**src/rtl/issue_pkg.sv**
```systemverilog
`default_nettype none

package issue_pkg;

  typedef enum logic [2:0] {
    op_alu    = 3'd0,
    op_branch = 3'd1,
    op_load   = 3'd2,
    op_store  = 3'd3,
    op_mul    = 3'd4,
    op_div    = 3'd5,
    op_csr    = 3'd6,
    op_system = 3'd7
  } op_class_t;

  // RV32IM major opcodes, bits [6:0] of the word.
  typedef enum logic [6:0] {
    opc_lui    = 7'b0110111,
    opc_auipc  = 7'b0010111,
    opc_jal    = 7'b1101111,
    opc_jalr   = 7'b1100111,
    opc_branch = 7'b1100011,
    opc_load   = 7'b0000011,
    opc_store  = 7'b0100011,
    opc_op_imm = 7'b0010011,
    opc_op     = 7'b0110011,
    opc_fence  = 7'b0001111,
    opc_system = 7'b1110011
  } opcode_t;

  typedef struct packed {
    logic        valid;
    logic [31:0] pc;
    logic [31:0] word;
    op_class_t   op_class;
    logic [4:0]  rd;
    logic [4:0]  rs1;
    logic [4:0]  rs2;
    logic        wren;
    logic        rden1;
    logic        rden2;
  } instr_t;

  localparam instr_t instr_none = '0;

  // True when the producer updates the given integer register.
  function automatic logic writes_to(input instr_t producer, input logic [4:0] index);
    return producer.valid && producer.wren && (producer.rd == index) && (index != 5'd0);
  endfunction

  // Classes that share a single unit, or that serialize the pipe, cannot pair.
  function automatic logic exclusive_pair(input instr_t first, input instr_t second);
    logic serial;
    logic shared;
    serial = (first.op_class == op_system) || (second.op_class == op_system);
    shared = (first.op_class == second.op_class) &&
             (first.op_class inside {op_mul, op_div, op_csr});
    return serial || shared;
  endfunction

endpackage

`default_nettype wire
```
**src/rtl/issue_stage.sv**
```systemverilog
`timescale 1ns/1ps
`default_nettype none

module issue_stage #(
  parameter int depth = 8
) (
  input  logic        clock,
  input  logic        reset,
  input  logic        in_valid,
  input  logic [31:0] in_pc,
  input  logic [31:0] in_word0,
  input  logic [31:0] in_word1,
  input  logic        hold,
  input  logic        clear,
  output logic        stall,
  output logic        out_valid0,
  output logic [31:0] out_pc0,
  output logic [31:0] out_word0,
  output logic        out_valid1,
  output logic [31:0] out_pc1,
  output logic [31:0] out_word1
);
  import issue_pkg::*;

  instr_t                   dec0;
  instr_t                   dec1;
  instr_t                   wdata0;
  instr_t                   wdata1;
  instr_t                   rd_data0;
  instr_t                   rd_data1;
  instr_t                   head0;
  instr_t                   head1;
  logic                     wen;
  logic [$clog2(depth)-1:0] waddr;
  logic [$clog2(depth)-1:0] rd_idx0;
  logic [$clog2(depth)-1:0] rd_idx1;
  logic                     pair_ok;

  slot_decode #(.slot(0)) u_decode0 (.valid(in_valid), .pc(in_pc), .word(in_word0), .instr(dec0));

  slot_decode #(.slot(1)) u_decode1 (.valid(in_valid), .pc(in_pc), .word(in_word1), .instr(dec1));

  issue_bank #(.depth(depth)) u_issue_bank (
    .clock(clock), .wen(wen), .waddr(waddr), .wdata0(wdata0), .wdata1(wdata1),
    .raddr0(rd_idx0), .raddr1(rd_idx1), .rdata0(rd_data0), .rdata1(rd_data1)
  );

  pair_check u_pair_check (.first(head0), .second(head1), .pair_ok(pair_ok));

  issue_ctrl #(.depth(depth)) u_issue_ctrl (
    .clock(clock), .reset(reset), .in_valid(in_valid), .clear(clear), .hold(hold),
    .dec0(dec0), .dec1(dec1), .rd_data0(rd_data0), .rd_data1(rd_data1), .pair_ok(pair_ok),
    .wen(wen), .waddr(waddr), .rd_idx0(rd_idx0), .rd_idx1(rd_idx1),
    .wdata0(wdata0), .wdata1(wdata1), .head0(head0), .head1(head1), .stall(stall),
    .out_valid0(out_valid0), .out_pc0(out_pc0), .out_word0(out_word0),
    .out_valid1(out_valid1), .out_pc1(out_pc1), .out_word1(out_word1)
  );

endmodule

`default_nettype wire

```
**src/rtl/issue_ctrl.sv**
```systemverilog
`timescale 1ns/1ps
`default_nettype none

module issue_ctrl #(
  parameter int depth = 8
) (
  input  logic                     clock,
  input  logic                     reset,
  input  logic                     in_valid,
  input  logic                     clear,
  input  logic                     hold,
  input  issue_pkg::instr_t        dec0,
  input  issue_pkg::instr_t        dec1,
  input  issue_pkg::instr_t        rd_data0,
  input  issue_pkg::instr_t        rd_data1,
  input  logic                     pair_ok,
  output logic                     wen,
  output logic [$clog2(depth)-1:0] waddr,
  output logic [$clog2(depth)-1:0] rd_idx0,
  output logic [$clog2(depth)-1:0] rd_idx1,
  output issue_pkg::instr_t        wdata0,
  output issue_pkg::instr_t        wdata1,
  output issue_pkg::instr_t        head0,
  output issue_pkg::instr_t        head1,
  output logic                     stall,
  output logic                     out_valid0,
  output logic [31:0]              out_pc0,
  output logic [31:0]              out_word0,
  output logic                     out_valid1,
  output logic [31:0]              out_pc1,
  output logic [31:0]              out_word1
);
  import issue_pkg::*;

  localparam int index_width = $clog2(depth);
  localparam int count_width = index_width + 2;
  localparam logic [count_width-1:0] stall_level = count_width'(2 * depth - 2);

  logic [index_width-1:0] wr_ptr;     // Pair units.
  logic [index_width:0]   rd_ptr;     // Slot units, bit 0 is the bank alignment.
  logic [count_width-1:0] count;
  logic [count_width-1:0] avail;
  logic [count_width-1:0] count_next;
  logic [index_width-1:0] rd_entry;
  logic                   push;
  logic [1:0]             issue_count;

  assign push   = in_valid && !stall && !clear;
  assign wen    = push;
  assign waddr  = wr_ptr;
  assign wdata0 = dec0;
  assign wdata1 = dec1;

  assign rd_entry = rd_ptr[index_width:1];
  assign avail    = push ? count + count_width'(2) : count;

  // The pointers keep count and rd_ptr of equal parity, so an empty buffer
  // always has an even head and a single stored slot always an odd one.
  always_comb begin
    if (!rd_ptr[0]) begin
      rd_idx0 = rd_entry;
      rd_idx1 = rd_entry;
      if (count == '0) begin
        head0 = dec0;  // Bypass of the pair offered this cycle.
        head1 = dec1;
      end else begin
        head0 = rd_data0;
        head1 = rd_data1;
      end
    end else begin
      rd_idx0 = rd_entry + 1'b1;
      rd_idx1 = rd_entry;
      head0   = rd_data1;
      head1   = (count == count_width'(1)) ? dec0 : rd_data0;
    end
  end

  always_comb begin
    if (hold || (avail == '0)) begin
      issue_count = 2'd0;
    end else if ((avail == count_width'(1)) || !pair_ok) begin
      issue_count = 2'd1;
    end else begin
      issue_count = 2'd2;
    end
  end

  assign count_next = avail - count_width'(issue_count);

  assign out_valid0 = (issue_count != 2'd0) && head0.valid;
  assign out_pc0    = (issue_count != 2'd0) ? head0.pc : '0;
  assign out_word0  = (issue_count != 2'd0) ? head0.word : '0;
  assign out_valid1 = (issue_count == 2'd2) && head1.valid;
  assign out_pc1    = (issue_count == 2'd2) ? head1.pc : '0;
  assign out_word1  = (issue_count == 2'd2) ? head1.word : '0;

  always_ff @(posedge clock) begin
    if (!reset || clear) begin
      wr_ptr <= '0;
      rd_ptr <= '0;
      count  <= '0;
      stall  <= 1'b0;
    end else begin
      if (push) begin
        wr_ptr <= wr_ptr + 1'b1;
      end
      rd_ptr <= rd_ptr + (index_width + 1)'(issue_count);
      count  <= count_next;
      stall  <= count_next > stall_level;  // Leaves room for the pair in flight.
    end
  end

  occupancy_bound: assert property (@(posedge clock) disable iff (!reset)
    count <= count_width'(2 * depth))
    else $error("issue_ctrl: occupancy %0d above capacity", count);

  // A write must land on a whole free entry.
  no_write_in_stall: assert property (@(posedge clock) disable iff (!reset)
    wen |-> (count <= stall_level))
    else $error("issue_ctrl: bank written with %0d slots occupied", count);

  in_order_slots: assert property (@(posedge clock) disable iff (!reset)
    out_valid1 |-> (out_valid0 ||
                    !(out_word0[6:0] inside {opc_lui, opc_auipc, opc_jal, opc_jalr, opc_branch,
                                             opc_load, opc_store, opc_op_imm, opc_op,
                                             opc_fence, opc_system})))
    else $error("issue_ctrl: slot 1 issued ahead of slot 0");

endmodule

`default_nettype wire

```
**src/rtl/pair_check.sv**
```systemverilog
`timescale 1ns/1ps
`default_nettype none

module pair_check (
  input  issue_pkg::instr_t first,
  input  issue_pkg::instr_t second,
  output logic              pair_ok
);
  import issue_pkg::*;

  logic raw;
  logic exclusive;
  logic first_writes;
  logic second_reads1;
  logic second_reads2;
  logic reads_rd;

  // The second record may not consume a result produced in the same cycle.
  assign raw = (second.rden1 && writes_to(first, second.rs1)) ||
               (second.rden2 && writes_to(first, second.rs2));

  assign exclusive = exclusive_pair(first, second);

  assign pair_ok = !raw && !exclusive;

  // Register use taken from the opcode of each word, not from the decoded flags.
  assign first_writes = first.valid && (first.word[11:7] != 5'd0) &&
                        !(first.word[6:0] inside {opc_branch, opc_store, opc_fence}) &&
                        !((first.word[6:0] == opc_system) && (first.word[14:12] == 3'b000));

  assign second_reads1 = (second.word[6:0] inside {opc_jalr, opc_branch, opc_load, opc_store,
                                                   opc_op_imm, opc_op}) ||
                         ((second.word[6:0] == opc_system) &&
                          (second.word[14:12] != 3'b000) && !second.word[14]);

  assign second_reads2 = second.word[6:0] inside {opc_branch, opc_store, opc_op};

  assign reads_rd = second.valid &&
                    ((second_reads1 && (second.word[19:15] == first.word[11:7])) ||
                     (second_reads2 && (second.word[24:20] == first.word[11:7])));

  always_comb begin
    if (first_writes) begin
      assert (!(pair_ok && reads_rd))
        else $error("pair_check: pc %h reads x%0d written by pc %h",
                    second.pc, first.word[11:7], first.pc);
    end
  end

endmodule

`default_nettype wire

```
**src/rtl/issue_bank.sv**
```systemverilog
`timescale 1ns/1ps
`default_nettype none

module issue_bank #(
  parameter int depth = 8
) (
  input  logic                     clock,
  input  logic                     wen,
  input  logic [$clog2(depth)-1:0] waddr,
  input  issue_pkg::instr_t        wdata0,
  input  issue_pkg::instr_t        wdata1,
  input  logic [$clog2(depth)-1:0] raddr0,
  input  logic [$clog2(depth)-1:0] raddr1,
  output issue_pkg::instr_t        rdata0,
  output issue_pkg::instr_t        rdata1
);
  import issue_pkg::*;

  // Bank 0 holds the lower slot of each pair, bank 1 the upper slot.
  instr_t bank0 [depth];
  instr_t bank1 [depth];

  always_ff @(posedge clock) begin
    if (wen) begin
      bank0[waddr] <= wdata0;
      bank1[waddr] <= wdata1;
    end
  end

  // Each bank has its own read index so that an odd head can span two entries.
  assign rdata0 = bank0[raddr0];
  assign rdata1 = bank1[raddr1];

endmodule

`default_nettype wire

```
**src/rtl/slot_decode.sv**
```systemverilog
`timescale 1ns/1ps
`default_nettype none

module slot_decode #(
  parameter int slot = 0
) (
  input  logic              valid,
  input  logic [31:0]       pc,
  input  logic [31:0]       word,
  output issue_pkg::instr_t instr
);
  import issue_pkg::*;

  opcode_t    major;
  logic [2:0] funct3;
  logic [6:0] funct7;
  logic       known;

  assign major  = opcode_t'(word[6:0]);
  assign funct3 = word[14:12];
  assign funct7 = word[31:25];

  always_comb begin
    instr      = instr_none;
    known      = 1'b1;
    instr.pc   = pc + 32'(4 * slot);  // The upper slot sits one word above the fetch pc.
    instr.word = word;
    instr.rd   = word[11:7];
    instr.rs1  = word[19:15];
    instr.rs2  = word[24:20];
    case (major)
      opc_lui, opc_auipc: begin
        instr.wren = 1'b1;
      end
      opc_jal: begin
        instr.op_class = op_branch;
        instr.wren     = 1'b1;  // Link register.
      end
      opc_jalr: begin
        instr.op_class = op_branch;
        instr.wren     = 1'b1;
        instr.rden1    = 1'b1;
      end
      opc_branch: begin
        instr.op_class = op_branch;
        instr.rden1    = 1'b1;
        instr.rden2    = 1'b1;
      end
      opc_load: begin
        instr.op_class = op_load;
        instr.wren     = 1'b1;
        instr.rden1    = 1'b1;
      end
      opc_store: begin
        instr.op_class = op_store;
        instr.rden1    = 1'b1;
        instr.rden2    = 1'b1;
      end
      opc_op_imm: begin
        instr.wren  = 1'b1;
        instr.rden1 = 1'b1;
      end
      opc_op: begin
        if (funct7 == 7'b0000001) begin
          instr.op_class = funct3[2] ? op_div : op_mul;  // The M extension.
        end
        instr.wren  = 1'b1;
        instr.rden1 = 1'b1;
        instr.rden2 = 1'b1;
      end
      opc_fence: begin
        instr.op_class = op_system;
      end
      opc_system: begin
        if (funct3 != 3'b000) begin
          instr.op_class = op_csr;
          instr.wren     = 1'b1;
          instr.rden1    = !funct3[2];  // Immediate forms carry a zimm, not rs1.
        end else begin
          instr.op_class = op_system;
        end
      end
      default: begin
        known = 1'b0;
      end
    endcase
    if (instr.rd == 5'd0) begin
      instr.wren = 1'b0;
    end
    instr.valid = valid && known;
  end

endmodule

`default_nettype wire

```
**config.mk**
```make
export PLATFORM = sky130hd
export DESIGN_NAME = issue_stage
export DESIGN_NICKNAME = d
export VERILOG_FILES = /design/src/rtl/issue_pkg.sv /design/src/rtl/issue_stage.sv /design/src/rtl/issue_ctrl.sv /design/src/rtl/pair_check.sv /design/src/rtl/issue_bank.sv /design/src/rtl/slot_decode.sv
export SDC_FILE = /design/constraint.sdc
export NUM_CORES = 1
export LEC_CHECK = 0
export BUFFER_PORTS_ARGS = -buffer_cell sky130_fd_sc_hd__buf_2
export CAP_MARGIN = 20
export CORE_MARGIN = 10
export CORE_UTILIZATION = 35
export CTS_BUF_LIST = sky130_fd_sc_hd__clkbuf_8
export CTS_CLUSTER_SIZE = 30
export DETAILED_ROUTE_END_ITERATION = 8
export PLACE_DENSITY = 0.59
export SYNTH_ARGS = -nofsm -noshare
export SYNTH_HDL_FRONTEND = slang
export SYNTH_HIERARCHICAL = 1
export SYNTH_SLANG_ARGS = --single-unit
```
**constraint.sdc**
```tcl
create_clock -name clock -period 23.5 [get_ports clock]
set_clock_uncertainty 0.15 [all_clocks]
set_input_delay 7.05 -clock clock [delete_from_list [all_inputs] [get_ports clock]]
set_output_delay 7.05 -clock clock [all_outputs]
set_load 0.03 [all_outputs]
```
==> results.json <==
{
  "fin_crit_sh_pct": 81.8,
  "holdBufCountCts": 0,
  "grt_pass1_wl_mm": 219,
  "powerDensity_nw_per_um2": 99.9,
  "finalPower_uw": 6760,
  "crit_top_cell": "buf_2",
  "finalNetCount": 3441,
  "endpoint_kind": "primary output",
  "clk_pin_slew_ns": 0.06,
  "cts_tree": "yes",
  "die_w_um": 442,
  "netlist_area_um2": 62200,
  "post_drt_via_cell_ratio": 5.11,
  "design_area_um2": 67600,
  "clock-sinks": 1389,
  "first_pass_iters": 7,
  "clkPwrFrac_pct": 28.9,
  "tightest_slew_ns": 1.10,
  "dieArea_um2": 195000,
  "grt_start_max_net_pins": 155,
  "yosys_warnings": 6,
  "slew_headroom_pct": 26.3,
  "die_h_um": 442,
  "drc": 0,
  "cts_buffers": 228,
  "start_kind": "primary input",
  "cpPeakStageDelay_ns": 0.77,
  "antenna_found_initial": 22,
  "syn_inst": 3297,
  "grt_pass1_vias": 31800,
  "cp_num_buf_inv": 4,
  "grtUsageTotal_pct": 14.9,
  "rsz0062_at_grt": "no",
  "cp_max_fo": 48,
  "fin_ws_ns": 4.27,
  "htreeDepth": 4,
  "hold_path_class": "reg -> reg",
  "wl_per_cell_um": 25.5,
  "pre_cts_ws_ns": 4.01,
  "layout_commonest_cell": "edfxtp_1",
  "root_buffer": "clkbuf_8",
  "combPwrFrac_pct": 29.7,
  "maxCapViolations": 0,
  "p_int_uw": 4580,
  "nFillCells": 16100,
  "post_cts_resized": 0,
  "io-pin-count": 232,
  "core_area_um2": 176000,
  "clock_path_buffers": 3,
  "drive_gt1_share_pct": 34.2,
  "switching_share_pct": 32.2,
  "globalplace.congestion": 0.735,
  "final_hold_viol_count": 0,
  "drtIter0Drc": 2432,
  "drt-total-wl_mm": 150,
  "critPathTopFamily": "simple AND/OR/NAND/NOR gates",
  "max_freq_mhz": 52.0,
  "post_cts_buffers": 0,
  "ant_nets": 0,
  "crit_path_cell_trace": "buf_2 -> nor4_1 -> and4_1 -> a211oi_1 -> o32ai_1 -> buf_2 -> mux2i_1 -> o21ai_0 -> nor4_1 -> a21oi_1 -> o22ai_1 -> a211oi_2 -> nand3b_4 -> buf_4 -> nor2b_1 -> buf_2",
  "utilization_pct": 38.3,
  "gr-total-overflow": 0,
  "slew_viol_final": 0,
  "crit_required_ns": 16.30,
  "arrival_ns": 12.03,
  "outcome": "finished clean",
  "pwr-share-seq_pct": 41.4,
  "place_area_um2": 63400,
  "area_delta_synth_final_pct": 8.64,
  "rows": 154,
  "path_class": "in -> out",
  "crit_slowest_cell": "nor4_1",
  "peakVddDrop_v": 0.0000877,
  "final.setup.tns_ns": 0,
  "clk_latency_ns": 0.97,
  "period_minus_slack_ns": 19.23,
  "dp_hpwl_mm": 82.9,
  "via_count": 29900,
  "final_cell_mix": "edfxtp_1, mux4_2, mux2i_1",
  "p_sw_uw": 2180,
  "p_leak_uw": 0.0219,
  "finalSetupViolCount": 0,
  "avgSynthCellArea_um2": 18.9,
  "initial_core_util_pct": 35.3,
  "port_buffers": 231,
  "syn_nets": 3408
}
## flip-flops by register name, summed over array words and instances (netlist names)
name,flops
u_issue_ctrl/rd_ptr,4
u_issue_bank/bank0,688
u_issue_ctrl/stall,1
u_issue_ctrl/count,5
u_issue_bank/bank1,688
u_issue_ctrl/waddr,3
## stage by stage
| step | hold WS [ns] | cells |
|---|---|---|
| finish | 0.352 | 5859 |
| global route | 0.385 | 5858 |
| CTS | 0.343 | 5849 |
| detailed placement | 0.333 | 5437 |
| global placement | 0.325 | 5437 |
| floorplan | 0.311 | 3297 |
## worst reg2reg max path, stage by stage (launching register included)
cell	delay (ns)
dfxtp_4	0.92
xor2_4	0.21
buf_4	0.48
buf_4	0.79
buf_4	0.84
mux4_2	0.60
mux2_4	0.27
nand2_1	0.06
a31oi_1	0.24
or4_1	0.56
a21oi_1	0.19
o31ai_1	0.11
a211oi_2	0.34
nand3b_4	0.56
buf_4	0.67
fa_1	0.61
nand3b_1	0.19
xnor2_1	0.24
o32ai_1	0.12
## area by class of cell
class                   instances  area, um^2  share of cell area (%)
inverters                      18        67.6                  0.0999
clock inverters               183        1030                    1.52
diodes                          7        17.5                  0.0259
well taps                    2340        2930                    4.33
flip-flops and latches       1389       41600                    61.5
repair buffers                289        1660                    2.46
multi-input cells            1404       17200                    25.4
clock buffers                 229        3150                    4.66
## layer usage
| layer | track usage [%] | wire length [um] |
|---|---|---|
| met5 | 0 | 52 |
| met4 | 4.64 | 3870 |
| met3 | 2.87 | 7420 |
| met2 | 25.8 | 75700 |
| met1 | 18.9 | 62600 |
## power groups by stage
| stage | clock [uW] | combinational [uW] | sequential (uW) |
|---|---|---|---|
| 2_1_floorplan | 0 | 1600 | 2850 |
| 3_3_place_gp | 0 | 2030 | 2850 |
| 3_5_place_dp | 0 | 2040 | 2850 |
| 4_1_cts | 2010 | 2040 | 2800 |
| 5_1_grt | 2120 | 2140 | 2800 |
| 6_report | 1950 | 2010 | 2800 |
## worst paths after layout
kind	startpoint	endpoint	slack, ns	cells after the start
setup / recovery	in_word0[27]	out_pc1[0]	4.27	16
hold / removal	u_issue_ctrl/waddr[1]	u_issue_ctrl/waddr[1]	0.35	2
setup reg to reg	u_issue_ctrl/rd_ptr[1]	u_issue_ctrl/stall	15.22	18
hold reg to reg	u_issue_ctrl/waddr[1]	u_issue_ctrl/waddr[1]	0.35	2
Note: power is estimated with default switching activity, not from simulation.
